### src/branch_params.svh
`ifndef BRANCH_PARAMS_SVH
`define BRANCH_PARAMS_SVH

// width of the table index and of the global history.
// table holds 2**BHT_IDX_BITS counters.
`define BHT_IDX_BITS 4

// fall-through step to the next instruction.
`define INSTR_BYTES 4

`endif

### src/rv32i_types.sv
`default_nettype none

package rv32i_types;

	// pcs, instructions, operands and addresses.
	typedef logic [31:0] rv32i_word;

	// major opcodes, instr[6:0].
	typedef enum logic [6:0] {
		op_lui   = 7'b0110111,
		op_auipc = 7'b0010111,
		op_jal   = 7'b1101111,
		op_jalr  = 7'b1100111,
		op_br    = 7'b1100011, // conditional branch.
		op_load  = 7'b0000011,
		op_store = 7'b0100011,
		op_imm   = 7'b0010011,
		op_reg   = 7'b0110011,
		op_csr   = 7'b1110011
	} rv32i_opcode;

	// funct3 of op_br, instr[14:12].
	typedef enum logic [2:0] {
		beq  = 3'b000,
		bne  = 3'b001,
		blt  = 3'b100, // signed.
		bge  = 3'b101, // signed.
		bltu = 3'b110,
		bgeu = 3'b111
	} branch_funct3;

	// two-bit saturating counter, msb is the guess.
	typedef enum logic [1:0] {
		strong_nt = 2'b00,
		weak_nt   = 2'b01,
		weak_t    = 2'b10,
		strong_t  = 2'b11
	} counter_state;

endpackage

`default_nettype wire

### src/gshare_predictor.sv
`default_nettype none
`timescale 1ns/100ps
`include "branch_params.svh"

module gshare_predictor #(
	parameter int idx_bits = `BHT_IDX_BITS
) (
	input  logic                   clk,
	input  logic                   rst,

	// decode stage.
	input  rv32i_types::rv32i_word pc,
	input  rv32i_types::rv32i_word instr,
	output logic                   pred,
	output rv32i_types::rv32i_word pred_addr,
	output logic [idx_bits-1:0]    pred_idx,
	output logic                   is_branch,

	// training from execute.
	input  logic                   pred_update,
	input  logic                   pred_taken,
	input  logic [idx_bits-1:0]    pred_update_idx
);

	import rv32i_types::*;

	localparam int bht_entries = 2 ** idx_bits;

	counter_state        pht [bht_entries]; // pattern history table.
	logic [idx_bits-1:0] ghr;               // global history, newest in bit 0.
	logic [idx_bits-1:0] ghr_next;
	rv32i_opcode         opcode;
	rv32i_word           b_imm;
	counter_state        cur_state;

	// one saturating step toward the actual outcome.
	function automatic counter_state step_counter(
		input counter_state cur,
		input logic         taken
	);
		counter_state nxt;
		case (cur)
			strong_nt: nxt = taken ? weak_nt  : strong_nt;
			weak_nt:   nxt = taken ? weak_t   : strong_nt;
			weak_t:    nxt = taken ? strong_t : weak_nt;
			strong_t:  nxt = taken ? strong_t : weak_t;
			default:   nxt = strong_nt;
		endcase
		return nxt;
	endfunction

	assign opcode = rv32i_opcode'(instr[6:0]);

	// B-type immediate, bit 0 always zero.
	assign b_imm = {
		{20{instr[31]}},
		instr[7],
		instr[30:25],
		instr[11:8],
		1'b0
	};

	assign is_branch = (opcode == op_br);

	// gshare index.
	assign pred_idx  = pc[idx_bits+1:2] ^ ghr;
	assign cur_state = pht[pred_idx];

	// jumps and everything else fall through.
	assign pred      = is_branch & cur_state[1];
	assign pred_addr = pc + b_imm;

	assign ghr_next = (ghr << 1) | idx_bits'(pred_taken);

	always_ff @(posedge clk) begin
		if (rst) begin
			ghr <= '0;
		end else if (pred_update) begin
			ghr <= ghr_next; // shift in the resolved outcome.
		end
	end

	always_ff @(posedge clk) begin
		if (rst) begin
			for (int i = 0; i < bht_entries; i++) begin
				pht[i] <= strong_nt;
			end
		end else if (pred_update) begin
			pht[pred_update_idx] <= step_counter(pht[pred_update_idx], pred_taken);
		end
	end

endmodule

`default_nettype wire

### src/branch_resolver.sv
`default_nettype none
`timescale 1ns/100ps
`include "branch_params.svh"

module branch_resolver #(
	parameter int idx_bits = `BHT_IDX_BITS
) (
	input  logic                   clk,
	input  logic                   rst,

	// decode stage.
	input  logic                   id_valid,
	input  logic                   is_branch,
	input  rv32i_types::rv32i_word pc,
	input  rv32i_types::rv32i_word instr,
	input  rv32i_types::rv32i_word rs1_data,
	input  rv32i_types::rv32i_word rs2_data,
	input  logic                   pred,
	input  rv32i_types::rv32i_word pred_addr,
	input  logic [idx_bits-1:0]    pred_idx,

	// execute stage results.
	output logic                   mispredict,
	output rv32i_types::rv32i_word redirect_addr,
	output logic                   pred_update,
	output logic                   pred_taken,
	output logic [idx_bits-1:0]    pred_update_idx
);

	import rv32i_types::*;

	// ID/EX branch bundle.
	logic                ex_valid;
	rv32i_word           ex_pc;
	logic                ex_pred;
	rv32i_word           ex_pred_addr;
	logic [idx_bits-1:0] ex_idx;
	branch_funct3        ex_funct3;
	rv32i_word           ex_rs1;
	rv32i_word           ex_rs2;

	logic                taken;
	logic                capture;

	assign capture = id_valid & is_branch;

	always_ff @(posedge clk) begin
		if (rst) begin
			ex_valid <= 1'b0;
		end else begin
			ex_valid <= capture; // drops out when nothing new arrives.
		end
	end

	always_ff @(posedge clk) begin
		if (capture) begin
			ex_pc        <= pc;
			ex_pred      <= pred;
			ex_pred_addr <= pred_addr;
			ex_idx       <= pred_idx;
			ex_funct3    <= branch_funct3'(instr[14:12]);
			ex_rs1       <= rs1_data;
			ex_rs2       <= rs2_data;
		end
	end

	// branch condition.
	always_comb begin
		case (ex_funct3)
			beq:     taken = (ex_rs1 == ex_rs2);
			bne:     taken = (ex_rs1 != ex_rs2);
			blt:     taken = ($signed(ex_rs1) < $signed(ex_rs2));
			bge:     taken = ($signed(ex_rs1) >= $signed(ex_rs2));
			bltu:    taken = (ex_rs1 < ex_rs2);
			bgeu:    taken = (ex_rs1 >= ex_rs2);
			default: taken = 1'b0; // reserved funct3.
		endcase
	end

	// train the predictor with every resolved branch.
	assign pred_update     = ex_valid;
	assign pred_taken      = taken;
	assign pred_update_idx = ex_idx;

	assign mispredict = ex_valid & (taken != ex_pred);

	// target when taken, else the next instruction.
	assign redirect_addr = taken ? ex_pred_addr : ex_pc + rv32i_word'(`INSTR_BYTES);

endmodule

`default_nettype wire

### src/branch_unit.sv
`default_nettype none
`timescale 1ns/100ps
`include "branch_params.svh"

module branch_unit (
	input  logic                   clk,
	input  logic                   rst,

	// decode stage from the core.
	input  logic                   id_valid,
	input  rv32i_types::rv32i_word pc,
	input  rv32i_types::rv32i_word instr,
	input  rv32i_types::rv32i_word rs1_data,
	input  rv32i_types::rv32i_word rs2_data,

	// prediction, same cycle.
	output logic                   pred,
	output rv32i_types::rv32i_word pred_addr,

	// resolution, one cycle later.
	output logic                   mispredict,
	output rv32i_types::rv32i_word redirect_addr
);

	logic                     is_branch;
	logic [`BHT_IDX_BITS-1:0] pred_idx;
	logic                     pred_update;
	logic                     pred_taken;
	logic [`BHT_IDX_BITS-1:0] pred_update_idx;

	gshare_predictor #(
		.idx_bits (`BHT_IDX_BITS)
	) i_gshare_predictor (
		.clk             (clk),
		.rst             (rst),
		.pc              (pc),
		.instr           (instr),
		.pred            (pred),
		.pred_addr       (pred_addr),
		.pred_idx        (pred_idx),
		.is_branch       (is_branch),
		.pred_update     (pred_update),
		.pred_taken      (pred_taken),
		.pred_update_idx (pred_update_idx)
	);

	branch_resolver #(
		.idx_bits (`BHT_IDX_BITS)
	) i_branch_resolver (
		.clk             (clk),
		.rst             (rst),
		.id_valid        (id_valid),
		.is_branch       (is_branch),
		.pc              (pc),
		.instr           (instr),
		.rs1_data        (rs1_data),
		.rs2_data        (rs2_data),
		.pred            (pred),
		.pred_addr       (pred_addr),
		.pred_idx        (pred_idx),
		.mispredict      (mispredict),
		.redirect_addr   (redirect_addr),
		.pred_update     (pred_update),
		.pred_taken      (pred_taken),
		.pred_update_idx (pred_update_idx)
	);

endmodule

`default_nettype wire

### config.mk
export PLATFORM = sky130hd
export DESIGN_NAME = branch_unit
export DESIGN_NICKNAME = d
export VERILOG_FILES = /design/src/rv32i_types.sv /design/src/gshare_predictor.sv /design/src/branch_resolver.sv /design/src/branch_unit.sv
export VERILOG_INCLUDE_DIRS = /design/src /design/src/src
export SDC_FILE = /design/constraint.sdc
export NUM_CORES = 1
export LEC_CHECK = 0
export ABC_CLOCK_PERIOD_IN_PS = 8300
export BUFFER_PORTS_ARGS = -buffer_cell sky130_fd_sc_hd__buf_2
export CORE_MARGIN = 2
export CORE_UTILIZATION = 48
export DETAILED_ROUTE_END_ITERATION = 6
export PLACE_DENSITY = 0.72
export SLEW_MARGIN = 20
export SYNTH_ARGS = -nofsm -noshare
export SYNTH_HDL_FRONTEND = slang
export SYNTH_SLANG_ARGS = --single-unit
export TNS_END_PERCENT = 5
### constraint.sdc
create_clock -name clk -period 8.3 [get_ports clk]
set_input_delay 0.83 -clock clk [delete_from_list [all_inputs] [get_ports clk]]
set_output_delay 0.83 -clock clk [all_outputs]
set_load 0.01 [all_outputs]
-- Yosys cells after proc, flatten, opt, wreduce, memory -nomap -nowiden
Memories as Yosys holds them, arrays and structs flattened. A register that Yosys moved wholly into a read port is not among the register bits.
Index checks and enable logic that the tools add are counted.
- register bits: 141
- RAM bits: 32
- input port bits: 131
- output and inout port bits: 66
- logic and storage cells: 54
- memories kept: 1
- memory list (name ; depth ; width ; read ports ; clocked after memory_dff ; wr ports ; line ; text):
    i_gshare_predictor.pht ; 16 ; 2 ; 2 ; 1 ; 16 ; gshare_predictor.sv:29 ; counter_state pht [bht_entries];
- add/subtract/negate cells: 2
- $lt $le $gt $ge: 4
- equality and inequality tests: 12
- muxes and demuxes: 18
- bitwise gates (word level): 5
- reductions and logical operators: 3
- operators with widths (operator ; count):
    $ge A32 B32 Y1 ; 2
    $lt A32 B32 Y1 ; 2
    $add A32 B3 Y32 const B ; 1
    $add A32 B32 Y32 ; 1
    $eq A32 B32 Y1 ; 1
    $mux W32 ; 1
    $ne A32 B32 Y1 ; 1
    $eq A3 B3 Y1 const B ; 4
    $mux W2 ; 5
    $mux W1 ; 8
    $mux W4 ; 2
    $pmux W2 S4 ; 1
    $eq A7 B7 Y1 const B ; 1
    $pmux W1 S6 ; 1
    $eq A2 B2 Y1 const B ; 2
    $or A4 B1 Y4 ; 1
    $xor A4 B4 Y4 ; 1
    $and A1 B1 Y1 ; 3
    $eq A3 B1 Y1 const B ; 1
    $logic_not A3 Y1 ; 1
    $eq A2 B1 Y1 const B ; 1
    $logic_not A2 Y1 ; 1
    $reduce_or A2 Y1 ; 1
    $ne A1 B1 Y1 ; 1

-- Longest topological paths before layout
- depth after elaboration: 7
- depth in mapped cells: 12
- depth with buffers taken out: 12

-- Cells and area by module
A second synthesis with hierarchy kept.
- cells, all modules: 815
- area, all modules: 9758.1 µm²
- modules (own cells, without submodules) (module ; instances ; cells each ; area an instance (µm²) ; seq. area each (µm²)):
    branch_resolver ; 1 ; 383 ; 5936.9 ; 4103.9
    gshare_predictor ; 1 ; 432 ; 3821.2 ; 1041.0

-- Worst setup path after synthesis
No wires, ideal clock.
- path type: input to register
- start point: input instr[4]
- end point: register i_branch_resolver.ex_funct3[0] (enable)
- library setup time: 0.487 ns
- arrival time: 3.989 ns
- data required time: 7.813 ns
- setup slack: 3.824 ns
- stages: 4
- buffers on the path: 0
- cells stage by stage: nand4bb_1 > nor3_1 > nand2_1 > inv_1
- longest elaborated chain between the ends: 2
- ends and longest elaborated chain (element ; line ; text):
    start: declaration ; branch_unit.sv:12 ; input rv32i_types::rv32i_word instr,
    $eq A7 B7 Y1 ; gshare_predictor.sv:63 ; assign is_branch = (opcode == op_br);
    $and A1 B1 Y1 ; branch_resolver.sv:45 ; assign capture = id_valid & is_branch;
    via i_branch_resolver.capture ; branch_resolver.sv:43 ; logic capture;
    end signal: assignment ; branch_resolver.sv:61 ; ex_funct3 <= branch_funct3'(instr[14:12]);
    end: declaration ; branch_resolver.sv:38 ; branch_funct3 ex_funct3;
The timed path passes the listed nets, and every way through them passes these cells.
A chain may end at the register's enable or synchronous reset.

-- Final worst setup path
- start point: input instr[31]
- end point: output pred_addr[29]
- longest elaborated chain between the ends: 1
- ends and longest elaborated chain (element ; line ; text):
    $add A32 B32 Y32 ; gshare_predictor.sv:71 ; assign pred_addr = pc + b_imm;
    end: declaration ; branch_unit.sv:18 ; output rv32i_types::rv32i_word pred_addr,
Every way passes these cells.

==> impl_metrics.ini <==
[setup_path]
path_max_fanout = 20
worst_r2r_path_depth = 11
critical_path.slowest_cell = o31ai_1
start_kind = primary input
cp.arrival_ps = 4040
required_ps = 7470
critical_path.cell_chain = buf_2 -> ha_1 -> a21oi_1 -> o21ai_1 -> a221o_1 -> a21oi_1 -> o21ai_0 -> o31ai_1 -> o21ai_1 -> a21boi_0 -> xnor2_1 -> buf_2
slowest_delay_ps = 490
path_class = in2out
setup.worst_path.end_class = primary output

[sta]
slew_headroom_pct = 38.6
grt_setup_unrepaired = false
period_share_pct = 58.6
fin_tns_setup_ps = 0
fin_worst_skew_ps = 22.4
setup_viol = 0
worst_slew_pin_slew_ps = 921
timing.hold.ws_ps = 518
hold_violations = 0
finalCriticalPeriod_ps = 4870
finalMaxSlewViolations = 0
max_freq_mhz = 205

[job]
cap_violations = 0

[routing]
vias = 6308
drc = 0
wl_per_cell_um = 16.9
drt-initial-drc-count = 398
vias_per_cell = 5.32
wirelength_um = 20000
firstDrtPassIters = 5
drtAntennaViolNets = 0

[floorplanning]
core.rowCount = 50
die-area_um2 = 20200
die_w_um = 142
start_util_pct = 48.8
pin_count = 197
core-area_um2 = 18700
die_h_um = 142

[power_and_ir_drop]
power_per_cell_area_nw_per_um2 = 184
ir_worst_vdd_mv = 0.127
power.leakage_nw = 4.37

[global_route]
grt_pass1_wl_um = 31700
grt_antenna_before_repair = 3
grt.total_usage_pct = 20.4
grt_max_degree = 74
grt_overflow_total = 0
grt_pass1_vias = 6260

[synth]
synthArstFlopShare_pct = 0
postSynthAreaPerCell_um2 = 12.2
synthTopCellsByArea = edfxtp_1 (55%), ha_1 (8.6%), nor2_1 (3.6%)
syn_nets = 942
synth_ff_type = edfxtp_1
synthCells = 747
yosysTopAreaCell = edfxtp_1
synth_cell_type_count = 54
synth_seq_cells = 176
yosysTopAreaCellShare_pct = 54.9
syn-cell-area_um2 = 9140
ys_seq_area_share_pct = 56.9
synth_warnings = 0
synth_edf_count = 167

[min_path]
holdPathStages = 2
worstHoldPathType = reg2reg

[clocking]
post_cts_buffers = 0
path_clk_slew_ps = 70
cts_buffers = 17
clk_latency_ps = 430
cts_tree = done
h-tree-depth = 4
cts_resized = 0
cts.sinks = 176
cts_root_buf = clkbuf_16
clock_tree.buffer_depth = 2
ctsHoldBuffers = 0

[layout]
drive_gt1_share_pct = 26.6
area_delta_synth_final_pct = 19.0
final_nets = 1133

[placed_design]
placement.io_buffers = 186
post-dp-hpwl_um = 15200
place_congestion = 0.818

[outcome]
status = finished clean
final cells by class:
class | instances | area [µm²]
fillers | 1541 | 7840
flip-flops and latches | 176 | 5190
multi-input cells | 511 | 3690
repair buffers | 188 | 946
clock buffers | 18 | 439
well taps | 234 | 293
inverters | 44 | 168
clock inverters | 14 | 139
diodes | 1 | 2.50
per-stage QoR:
stage	cell area [µm²]	std cells	setup WS, ps	utilization (%)	power (mW)
after floorplan	9140	747	3820	-	1.14
after global placement	10300	1153	3510	55.0	1.24
after detailed placement	10300	1153	3490	55.0	1.24
after CTS	10900	1185	3480	58.1	2.02
after global routing	10900	1186	3110	58.1	2.07
final	10900	1186	3430	58.1	2.00
metal layers:
layer	GRT usage [%]	part of all wire [%]	wire length, µm
met2	33.6	49	9760
met5	0	0.13	26
met4	5.63	1.2	246
met3	5.22	6.6	1310
met1	27.0	43	8680
state kept, by name (all words and copies together), names as in the netlist, named ones only:
| name | cells |
|---|---|
| i_branch_resolver.ex_pc | 31 |
| i_branch_resolver.pred_update_idx | 4 |
| i_gshare_predictor.ghr | 4 |
| i_branch_resolver.ex_rs1 | 32 |
| i_branch_resolver.pred_update | 1 |
| i_gshare_predictor.pht | 32 |
| i_branch_resolver.ex_rs2 | 32 |
| i_branch_resolver.ex_pred | 1 |
| i_branch_resolver.ex_funct3 | 3 |
| i_branch_resolver.ex_pred_addr | 32 |
worst max-delay path: cells and delay by family:
family	cells	cell delay [ps]
compound gates	8	2020
buf+inv	2	570
fa+ha+maj	1	400
xor+xnor	1	200
final timing paths:
path	startpoint	endpoint	slack (ps)
hold reg to reg	i_gshare_predictor.ghr[3]	i_gshare_predictor.ghr[3]	520
hold / removal	i_gshare_predictor.ghr[3]	i_gshare_predictor.ghr[3]	520
setup reg to reg	i_branch_resolver.ex_rs1[15]	i_gshare_predictor.pht[1][1]	4600
setup / recovery	instr[31]	pred_addr[29]	3430
power by group:
| part | switching (mW) | internal [mW] | total, mW | leakage (nW) |
|---|---|---|---|---|
| Combinational | 0.131 | 0.102 | 0.233 | 2.47 |
| Sequential | 0.00348 | 0.986 | 0.989 | 1.62 |
| Clock | 0.366 | 0.408 | 0.774 | 0.277 |
| Total | 0.500 | 1.50 | 2.00 | 4.37 |
kinds of logic after synthesis:
group,synth area share (%)
and+or+nand+nor,11.5
DFF,56.9
AOI/OAI and AO/OA,8.82
adders and majority gates,9.09
xor gates and xnor gates,6.04
buffers and inverters,2.77
muxes,4.88
layout by cell type (no fill, tap or decap), types with 3 or more instances in the layout:
cell type	count
a211oi_1	4
a21boi_0	3
a21o_1	7
a21oi_1	62
a221o_1	3
and2_1	5
and3_1	16
buf_2	186
clkbuf_16	17
clkinvlp_4	3
dfxtp_1	9
edfxtp_1	167
ha_1	63
inv_1	43
inv_6	4
inv_8	5
mux2_2	8
mux2i_1	4
mux4_2	14
nand2_1	53
nand2b_1	18
nand3_1	21
nand4_1	7
nor2_1	88
nor2b_1	6
nor3_1	7
o211ai_1	3
o21a_1	5
o21ai_0	18
o21ai_1	3
o21bai_1	4
xnor2_1	30
xor2_1	33
Yosys cell counts, types with 16 or more instances:
library cell    n
a21oi_1        62
and3_1         16
edfxtp_1      167
ha_1           63
inv_1          44
nand2_1        53
nand2b_1       18
nand3_1        21
nor2_1         88
o21ai_0        18
xnor2_1        30
xor2_1         33
No activity file was read; power rests on OpenSTA's default activity.
